### config.mk
export PLATFORM = sky130hd
export DESIGN_NAME = led_status_top
export DESIGN_NICKNAME = d
export VERILOG_FILES = /design/src/led_status_pkg.sv /design/src/led_display_mux.sv /design/src/led_err_blinker.sv /design/src/led_status_regs.sv /design/src/led_status_top.sv
export SDC_FILE = /design/constraint.sdc
export NUM_CORES = 1
export LEC_CHECK = 0
export BUFFER_PORTS_ARGS = -buffer_cell sky130_fd_sc_hd__buf_2
export CAP_MARGIN = 10
export CORE_MARGIN = 2
export CORE_UTILIZATION = 35
export CTS_CLUSTER_DIAMETER = 120
export DETAILED_ROUTE_END_ITERATION = 12
export GPL_TIMING_DRIVEN = 0
export HOLD_SLACK_MARGIN = 0.06
export REMOVE_ABC_BUFFERS = 1
export SLEW_MARGIN = 25
export SYNTH_ARGS = -nofsm -noshare
export SYNTH_HDL_FRONTEND = slang
export SYNTH_HIERARCHICAL = 1
export SYNTH_SLANG_ARGS = --single-unit
### constraint.sdc
create_clock -name clock -period 5.4 [get_ports clock]
set_input_delay 1.08 -clock clock [delete_from_list [all_inputs] [get_ports clock]]
set_output_delay 1.08 -clock clock [all_outputs]
set_load 0.02 [all_outputs]
### src/led_status_pkg.sv
package led_status_pkg;

  // --------------------------------------------------------------------------
  // Widths that carry a meaning
  // --------------------------------------------------------------------------

  // One frame of the 16-LED front-panel bank
  typedef logic [15:0] led_frame_t;
  // Blink rate code, higher is faster
  typedef logic [1:0]  blink_rate_t;
  // Channel index shown on the LED bank
  typedef logic [1:0]  chan_sel_t;
  // Byte address inside the register space
  typedef logic [3:0]  axil_addr_t;
  typedef logic [31:0] axil_data_t;

  // Register map
  localparam axil_addr_t REG_RATE   = 4'h0;
  localparam axil_addr_t REG_SELECT = 4'h4;
  localparam axil_addr_t REG_STATUS = 4'h8;

  // AXI response codes
  localparam logic [1:0] AXIL_RESP_OKAY   = 2'b00;
  localparam logic [1:0] AXIL_RESP_SLVERR = 2'b10;

  // --------------------------------------------------------------------------
  // AXI4-Lite channels, write strobes not carried
  // --------------------------------------------------------------------------

  // Master-driven signals
  typedef struct packed {
    axil_addr_t awaddr;
    logic       awvalid;
    axil_data_t wdata;
    logic       wvalid;
    logic       bready;
    axil_addr_t araddr;
    logic       arvalid;
    logic       rready;
  } axil_req_t;

  // Slave-driven signals
  typedef struct packed {
    logic       awready;
    logic       wready;
    logic [1:0] bresp;
    logic       bvalid;
    logic       arready;
    axil_data_t rdata;
    logic [1:0] rresp;
    logic       rvalid;
  } axil_rsp_t;

  // Write path FSM
  typedef enum logic {
    WR_IDLE,
    WR_RESP
  } axil_wr_state_t;

endpackage

### src/led_display_mux.sv
`timescale 1ns/1ps

module led_display_mux #(
  parameter int LED_CHANNELS = 4
) (
  input  logic                                          clock,
  input  logic                                          arst_n,
  input  led_status_pkg::led_frame_t [LED_CHANNELS-1:0] frames,
  input  logic [LED_CHANNELS-1:0]                       flags,
  input  led_status_pkg::chan_sel_t                     sel,
  output led_status_pkg::led_frame_t                    leds,
  output logic                                          err_any
);

  import led_status_pkg::*;

  led_frame_t sel_frame;

  // --------------------------------------------------------------------------
  // Channel select
  // --------------------------------------------------------------------------

  // A select past the last channel shows a dark bank
  always_comb begin
    if (int'(sel) < LED_CHANNELS) begin
      sel_frame = frames[sel];
    end else begin
      sel_frame = '0;
    end
  end

  // Output stage for the LED drivers and summary lamp
  always_ff @(posedge clock or negedge arst_n) begin
    if (!arst_n) begin
      leds    <= '0;
      err_any <= 1'b0;
    end else begin
      leds    <= sel_frame;
      // Any channel in error
      err_any <= |flags;
    end
  end

endmodule

### src/led_err_blinker.sv
`timescale 1ns/1ps

module led_err_blinker #(
  parameter int PRESCALE_WIDTH = 24
) (
  input  logic                        clock,
  input  logic                        arst_n,
  input  logic                        err,
  input  logic                        clear,
  input  led_status_pkg::blink_rate_t rate,
  output logic                        flag,
  output led_status_pkg::led_frame_t  frame
);

  // One extra bit catches the prescaler carry
  localparam int SUM_WIDTH = PRESCALE_WIDTH + 1;

  logic [PRESCALE_WIDTH-1:0] prescaler;
  logic [SUM_WIDTH-1:0]      pre_sum;
  logic                      step;
  logic                      phase;

  // --------------------------------------------------------------------------
  // Sticky error flag
  // --------------------------------------------------------------------------

  // Error wins over a clear in the same cycle
  always_ff @(posedge clock or negedge arst_n) begin
    if (!arst_n) begin
      flag <= 1'b0;
    end else if (err) begin
      flag <= 1'b1;
    end else if (clear) begin
      flag <= 1'b0;
    end
  end

  // --------------------------------------------------------------------------
  // Rate-scaled prescaler
  // --------------------------------------------------------------------------

  // Step of rate+1, so rate 3 blinks four times as fast as rate 0
  assign pre_sum = SUM_WIDTH'(prescaler) + SUM_WIDTH'(rate) + SUM_WIDTH'(1);

  // Blink step on each carry out
  assign step = flag & pre_sum[PRESCALE_WIDTH];

  // Prescaler and phase park at zero while idle
  always_ff @(posedge clock or negedge arst_n) begin
    if (!arst_n) begin
      prescaler <= '0;
      phase     <= 1'b0;
    end else if (!flag) begin
      prescaler <= '0;
      phase     <= 1'b0;
    end else begin
      prescaler <= pre_sum[PRESCALE_WIDTH-1:0];
      // Two-phase pattern, off then on
      if (step) begin
        phase <= ~phase;
      end
    end
  end

  // --------------------------------------------------------------------------
  // Frame output
  // --------------------------------------------------------------------------

  // All on in phase one, all off otherwise or with no error
  always_ff @(posedge clock or negedge arst_n) begin
    if (!arst_n) begin
      frame <= '0;
    end else if (flag && phase) begin
      frame <= '1;
    end else begin
      frame <= '0;
    end
  end

endmodule

### src/led_status_regs.sv
`timescale 1ns/1ps

module led_status_regs #(
  parameter int LED_CHANNELS = 4
) (
  input  logic                                           clock,
  input  logic                                           arst_n,
  input  led_status_pkg::axil_req_t                      axil_req,
  output led_status_pkg::axil_rsp_t                      axil_rsp,
  input  logic [LED_CHANNELS-1:0]                        err_flags,
  output led_status_pkg::blink_rate_t [LED_CHANNELS-1:0] rates,
  output led_status_pkg::chan_sel_t                      display_sel,
  output logic [LED_CHANNELS-1:0]                        err_clear
);

  import led_status_pkg::*;

  // --------------------------------------------------------------------------
  // Address decode
  // --------------------------------------------------------------------------

  // True for the three implemented offsets
  function automatic logic addr_valid(axil_addr_t addr);
    logic hit;
    case (addr)
      REG_RATE:   hit = 1'b1;
      REG_SELECT: hit = 1'b1;
      REG_STATUS: hit = 1'b1;
      default:    hit = 1'b0;
    endcase
    return hit;
  endfunction

  // Write path state
  axil_wr_state_t wr_state;
  logic           wr_accept;
  logic [1:0]     bresp_q;

  // Read path state
  logic           rd_accept;
  logic           rvalid_q;
  axil_data_t     rd_word;
  axil_data_t     rdata_q;
  logic [1:0]     rresp_q;

  // Address and data taken together, only with no response pending
  assign wr_accept = (wr_state == WR_IDLE) && axil_req.awvalid && axil_req.wvalid;

  // One read in flight at a time
  assign rd_accept = axil_req.arvalid && !rvalid_q;

  // Response channel outputs
  always_comb begin
    axil_rsp.awready = wr_accept;
    axil_rsp.wready  = wr_accept;
    axil_rsp.bvalid  = (wr_state == WR_RESP);
    axil_rsp.bresp   = bresp_q;
    axil_rsp.arready = rd_accept;
    axil_rsp.rvalid  = rvalid_q;
    axil_rsp.rdata   = rdata_q;
    axil_rsp.rresp   = rresp_q;
  end

  // --------------------------------------------------------------------------
  // Write path
  // --------------------------------------------------------------------------

  // Register update lands together with bvalid
  always_ff @(posedge clock or negedge arst_n) begin
    if (!arst_n) begin
      wr_state    <= WR_IDLE;
      rates       <= '0;
      display_sel <= '0;
      err_clear   <= '0;
    end else begin
      // Clear vector is a one-cycle pulse
      err_clear <= '0;
      case (wr_state)
        WR_IDLE: begin
          if (wr_accept) begin
            wr_state <= WR_RESP;
            case (axil_req.awaddr)
              REG_RATE:   rates       <= axil_req.wdata[2*LED_CHANNELS-1:0];
              REG_SELECT: display_sel <= axil_req.wdata[$bits(chan_sel_t)-1:0];
              // Write-one-to-clear on the sticky flags
              REG_STATUS: err_clear   <= axil_req.wdata[LED_CHANNELS-1:0];
              // Unmapped offset, nothing changes
              default: ;
            endcase
          end
        end
        WR_RESP: begin
          // Hold the response until the master takes it
          if (axil_req.bready) begin
            wr_state <= WR_IDLE;
          end
        end
        default: wr_state <= WR_IDLE;
      endcase
    end
  end

  // Write response code
  always_ff @(posedge clock) begin
    if (wr_accept) begin
      bresp_q <= addr_valid(axil_req.awaddr) ? AXIL_RESP_OKAY : AXIL_RESP_SLVERR;
    end
  end

  // --------------------------------------------------------------------------
  // Read path
  // --------------------------------------------------------------------------

  // Read data mux, zero outside the map
  always_comb begin
    rd_word = '0;
    case (axil_req.araddr)
      REG_RATE:   rd_word[2*LED_CHANNELS-1:0]     = rates;
      REG_SELECT: rd_word[$bits(chan_sel_t)-1:0]  = display_sel;
      REG_STATUS: rd_word[LED_CHANNELS-1:0]       = err_flags;
      default:    rd_word                         = '0;
    endcase
  end

  // rvalid one cycle after arready, held until rready
  always_ff @(posedge clock or negedge arst_n) begin
    if (!arst_n) begin
      rvalid_q <= 1'b0;
    end else if (rd_accept) begin
      rvalid_q <= 1'b1;
    end else if (axil_req.rready) begin
      rvalid_q <= 1'b0;
    end
  end

  // Read payload captured at the address handshake
  always_ff @(posedge clock) begin
    if (rd_accept) begin
      rdata_q <= rd_word;
      rresp_q <= addr_valid(axil_req.araddr) ? AXIL_RESP_OKAY : AXIL_RESP_SLVERR;
    end
  end

endmodule

### src/led_status_top.sv
`timescale 1ns/1ps

module led_status_top #(
  parameter int LED_CHANNELS   = 4,
  parameter int PRESCALE_WIDTH = 24
) (
  input  logic                       clock,
  input  logic                       arst_n,
  input  led_status_pkg::axil_req_t  axil_req,
  output led_status_pkg::axil_rsp_t  axil_rsp,
  input  logic [LED_CHANNELS-1:0]    err_in,
  output led_status_pkg::led_frame_t leds,
  output logic                       err_any
);

  import led_status_pkg::*;

  // --------------------------------------------------------------------------
  // Internal wiring
  // --------------------------------------------------------------------------

  // Per-channel rate codes from the register block
  blink_rate_t [LED_CHANNELS-1:0] rates;
  // Channel shown on the LED bank
  chan_sel_t                      display_sel;
  // Write-one-to-clear pulses
  logic [LED_CHANNELS-1:0]        err_clear;
  // Sticky flags back to STATUS and the mux
  logic [LED_CHANNELS-1:0]        err_flags;
  // Blink frames of all channels
  led_frame_t [LED_CHANNELS-1:0]  frames;

  // Host register block
  led_status_regs #(
    .LED_CHANNELS (LED_CHANNELS)
  ) u_led_status_regs (
    .clock       (clock),
    .arst_n      (arst_n),
    .axil_req    (axil_req),
    .axil_rsp    (axil_rsp),
    .err_flags   (err_flags),
    .rates       (rates),
    .display_sel (display_sel),
    .err_clear   (err_clear)
  );

  // --------------------------------------------------------------------------
  // One blinker per error source
  // --------------------------------------------------------------------------

  for (genvar i = 0; i < LED_CHANNELS; i++) begin : g_chan
    led_err_blinker #(
      .PRESCALE_WIDTH (PRESCALE_WIDTH)
    ) u_led_err_blinker (
      .clock  (clock),
      .arst_n (arst_n),
      .err    (err_in[i]),
      .clear  (err_clear[i]),
      .rate   (rates[i]),
      .flag   (err_flags[i]),
      .frame  (frames[i])
    );
  end

  // Frame select onto the panel
  led_display_mux #(
    .LED_CHANNELS (LED_CHANNELS)
  ) u_led_display_mux (
    .clock   (clock),
    .arst_n  (arst_n),
    .frames  (frames),
    .flags   (err_flags),
    .sel     (display_sel),
    .leds    (leds),
    .err_any (err_any)
  );

endmodule

Word level (Yosys, flattened, before mapping)

Index checks and enable logic that the tools add are counted.

Register bits after elaboration: 213
Latch bits: 0
Bits in writable memories: 0
Bits in read-only memories: 0
Memories kept: 0

$add $sub $neg: 8
Multipliers: 0
Divide/modulo/power cells: 0
Magnitude comparators: 1
Equality and inequality tests: 8
Shift operators: 0
Muxes and demuxes: 42
Bitwise gates (word level): 9
Reductions and logical operators: 20

Operators by type and width:

| kind                                                       | count |
|---|---|
| adder 24 x 2 -> 25 bit                                     | 4 |
| adder 25 x 1 -> 25 bit, second input constant              | 4 |
| 2-to-1 mux 24 bit                                          | 4 |
| 2-to-1 mux 16 bit                                          | 5 |
| binary-select mux 16 bit (select 2 bit)                    | 1 |
| 2-to-1 mux 1 bit                                           | 24 |
| 2-to-1 mux 4 bit                                           | 3 |
| nonzero test 2 bit                                         | 5 |
| == test 4 x 3 -> 1 bit, second input constant              | 2 |
| == test 4 bit, second input constant                       | 2 |
| logical NOT 4 bit                                          | 2 |
| != test 2 bit, second input constant                       | 4 |
| logical AND 1 bit                                          | 7 |
| case mux 2 bit (3 select lines)                            | 1 |
| AND reduction 3 bit                                        | 2 |
| OR reduction 3 bit                                         | 2 |
| inverter 1 bit                                             | 5 |
| bitwise AND 1 bit                                          | 4 |
| 2-to-1 mux 2 bit                                           | 2 |
| case mux 2 bit (2 select lines)                            | 1 |
| OR reduction 4 bit                                         | 1 |
| less-than comparator 2 x 3 -> 1 bit, second input constant | 1 |
| case mux 1 bit (2 select lines)                            | 1 |
| logical NOT 1 bit                                          | 1 |

Logic depth before layout (Yosys ltp)

Word-level depth: 5
Gate-level depth with buffers: 8

Hierarchy

The synthesis kept the hierarchy.

Modules (own cells, without submodules):

| module                                            | times used | cells an instance | area each (µm²) |
|---|---|---|---|
| led_err_blinker (g_chan[0].u_led_err_blinker ...) | 3          | 151               | 1490.2 |
| led_err_blinker (g_chan[1].u_led_err_blinker)     | 1          | 157               | 1497.7 |
| led_status_regs                                   | 1          | 105               | 1306.3 |
| led_display_mux                                   | 1          | 38                | 857.1 |

Worst setup path after synthesis

OpenSTA, ideal clock, no wires.

Path kind: input port to output port
Start point: input axil_req[1] in the netlist's numbering
End point: output axil_rsp[35] in the netlist's numbering
Data arrival time: 1.828 ns
Required time: 4.320 ns
Setup slack: 2.492 ns
Cell stages on the path: 2
Path buffers: 1
Cells stage by stage: nor2b_1 > buf_4

RTL lines:

| element            | RTL line             | text |
|---|---|---|
| start: declaration | led_status_top.sv:9  | `input led_status_pkg::axil_req_t axil_req,` |
| end: declaration   | led_status_top.sv:10 | `output led_status_pkg::axil_rsp_t axil_rsp,` |

==> impl_summary.txt <==
----------------------------------------------------
[Run status]
  Status ... complete, no violations

[CTS]
  Clock tree from TritonCTS ... yes
  TritonCTS sink count ... 151
  CTS Buffer Depth ... 2
  H-Tree Level Count ... 4
  Number of buffers created by CTS ... 17
  Number of buffers inserted for hold repair after clock tree synthesis ... 0
  Post-cts sizing count ... 0
  Clock slew at reported path FFs ... 0.06 ns
  Clock latency at the later pin of the worst-skew pair ... 0.42 ns
  Post-CTS Setup Inserts ... 0
  Master cell of the clock root buffer ... sky130_fd_sc_hd__clkbuf_16

[Die]
  Die footprint ... 24500 um^2
  Die height ... 156 um
  # IOs ... 109
  Floorplan row count ... 55
  Die width ... 156 um
  Core area ... 22700 um^2
  Initial cell density of the core ... 35.8%

[Drt]
  Total number of vias ... 5334
  Number of nets with antenna violations after routing ... 0
  First-pass iteration count of the detailed router ... 4
  Number of DRC violations after detailed routing ... 0
  Vias per inst ... 5.11
  Drt initial violations ... 280
  DR WL/cell ... 14.5 um
  Overall routed net length ... 15200 um

[Cells and area]
  Final cell area excluding filler cells ... 8720 um^2
  Filler Cells Inserted ... 2266
  Total inserted antenna cells ... 0
  Synthesis-to-finish area growth ... 7.22%
  Number of nets in the finished design ... 809
  Fraction of layout cells with a size suffix above 1 ... 17.8%

[Setup path]
  Arrival time worst endpoint ... 2.04 ns
  Endpoint kind of the worst setup timing path ... primary output
  Startpoint Class ... primary input
  Required @ worst endpoint ... 4.32 ns
  Max Fanout on Critical Path ... 10
  Critical path type ... primary input to primary output

[Logic synthesis]
  Top cells by area, synth ... sky130_fd_sc_hd__dfrtp_1, sky130_fd_sc_hd__buf_4, sky130_fd_sc_hd__edfxtp_1
  Most common cell in the netlist ... sky130_fd_sc_hd__dfrtp_1
  Sequential-to-total area share from yosys stat ... 47.1%
  EDFF count, synth ... 10
  Mapped Area ... 8130 um^2
  Main synth FF type ... sky130_fd_sc_hd__dfrtp_1
  Share of Yosys cell area claimed by the top area cell type ... 43.4%
  List of most frequent post-synthesis cells ... sky130_fd_sc_hd__dfrtp_1, sky130_fd_sc_hd__buf_4, sky130_fd_sc_hd__nor2_1
  Proportion of register bits with asynchronous set or reset after synthesis ... 93.4%
  Cell count after synthesis ... 753
  Post-synthesis cell type count ... 57
  Dominant cell type by area after synthesis ... sky130_fd_sc_hd__dfrtp_1
  Mean instance size in the synthesized netlist ... 10.8 um^2
  Synth Register Bits ... 151
  Synth warnings ... 6

[Placement]
  HPWL reported at the end of detailed placement ... 10100 um
  GP Congestion ... 0.708
  Number of input and output port buffers inserted ... 58
  Post-Place Cell Area ... 8130 um^2

[Power]
  Worst-case vdd ir drop ... 0.235 mV
  Power per unit of standard cell area ... 367 nW/um^2
  Standby leakage power ... 3.80 nW
  Overall power ... 0.00320 W

[Timing]
  Slew at the pin with the worst max-slew slack ... 0.884 ns
  Endpoints failing setup ... 0
  Final Cycle Share ... 57.7%
  Count of pins over their slew limit ... 0
  Total count of hold-check failures in the final report ... 0
  RSZ-0062 raised after global routing ... false
  Max Clock Freq ... 321 MHz
  Minimum clock period ... 3.12 ns
  Maximum clock skew at final layout ... 0.00725 ns
  Setup Total Neg Slack ... 0 ns
  Tightest slew margin relative to the limit ... 41.1%

[GRT]
  Antenna violations before repair ... 0
  Total routing resource utilization after global routing ... 13.2%
  Number of global-route vias before repair ... 5094
  First-pass GRT wire length ... 25600 um
  Overall overflow remaining after global route ... 0
  Pin count of the biggest net entering global routing ... 87

[Hold path]
  Path type of the worst min-delay path ... register to register

[Flow run]
  Reported max-cap violation count ... 0

----------------------------------------------------
==> cells by family after synthesis <==
logic type / share of synthesized area, %
and+or+nand+nor: 18.0
muxes: 7.00
xor gates and xnor gates: 4.52
other: 0.0461
adders and majority gates: 2.22
DFF: 47.1
buffers and inverters: 11.4
AOI/OAI and AO/OA: 9.74
==> critical path, cell delays in order <==
cell                      delay [ns]
sky130_fd_sc_hd__buf_2          0.08
sky130_fd_sc_hd__nor2b_2        0.58
sky130_fd_sc_hd__buf_2          0.29
==> layer usage <==
metal	vias up	global-route usage [%]	part of all wire [%]
met5	-	0	0
li1	2590	-	-
met4	0	4.33	1.4
met1	2628	18.0	48
met2	98	20.9	47
met3	18	3.07	3.7
==> state kept, by name (all words and copies together) (netlist names), 2 cells and up <==
signal	count
g_chan.u_led_err_blinker/flag	4
g_chan.u_led_err_blinker/frame	4
g_chan.u_led_err_blinker/phase	4
g_chan.u_led_err_blinker/prescaler	96
u_led_display_mux/leds	16
u_led_status_regs/display_sel	2
u_led_status_regs/err_clear	4
u_led_status_regs/rates	8
u_led_status_regs/rdata_q	8
==> cells in the final DEF (no fill, tap or decap), types with 23 or more instances in the layout <==
cell type,n
sky130_fd_sc_hd__or3_1,26
sky130_fd_sc_hd__conb_1,26
sky130_fd_sc_hd__nor2_1,60
sky130_fd_sc_hd__o21ai_0,36
sky130_fd_sc_hd__nand2_1,31
sky130_fd_sc_hd__dfrtp_1,141
sky130_fd_sc_hd__a21oi_1,48
sky130_fd_sc_hd__inv_1,26
sky130_fd_sc_hd__xor2_1,23
sky130_fd_sc_hd__buf_2,57
==> path summary, 6_finish.rpt <==
path,slack [ns],end,startpoint,depth (start not counted)
worst min-delay path,0.41,g_chan[3].u_led_err_blinker/flag,u_led_status_regs/err_clear[3],1
min in group asynchronous,0.68,g_chan[2].u_led_err_blinker/prescaler[12],arst_n,2
worst max register to register,2.60,g_chan[1].u_led_err_blinker/phase,u_led_status_regs/rates[2],7
worst min register to register,0.41,g_chan[3].u_led_err_blinker/flag,u_led_status_regs/err_clear[3],1
worst max-delay path,2.28,axil_rsp[35],axil_req[1],3
max in group asynchronous,4.09,g_chan[0].u_led_err_blinker/prescaler[23],arst_n,3
==> stage by stage <==
| step | util [%] | hold slack (ns) | std cells | setup slack (ns) |
|---|---|---|---|---|
| 6_report | 38.4 | 0.411 | 1044 | 2.28 |
| 5_1_grt | 38.4 | 0.428 | 1044 | 2.22 |
| 3_3_place_gp | 35.5 | 0.402 | 1010 | 1.06 |
| 2_1_floorplan | - | 0.395 | 667 | 2.52 |
| 3_5_place_dp | 35.8 | 0.411 | 1012 | 2.24 |
| 4_1_cts | 38.4 | 0.415 | 1044 | 2.23 |
==> cell type report <==
cell class | count | area, um^2 | share of cell area (%)
Tap cell | 285 | 357 | 4.09
Inverter | 30 | 113 | 1.29
Timing Repair Buffer | 60 | 355 | 4.08
Multi-Input combinational cell | 486 | 3480 | 39.9
Clock buffer | 25 | 495 | 5.68
Clock inverter | 7 | 93.8 | 1.08
Sequential cell | 151 | 3830 | 43.9
==> report_power, final <==
group          leakage, nW  internal [W]  switching (W)  total [W]
Clock                0.284      0.000730       0.000454    0.00118
Combinational         1.55      0.000242       0.000324   0.000565
Sequential            1.97       0.00129       0.000160    0.00145
Power figures use the tool's default switching activity.
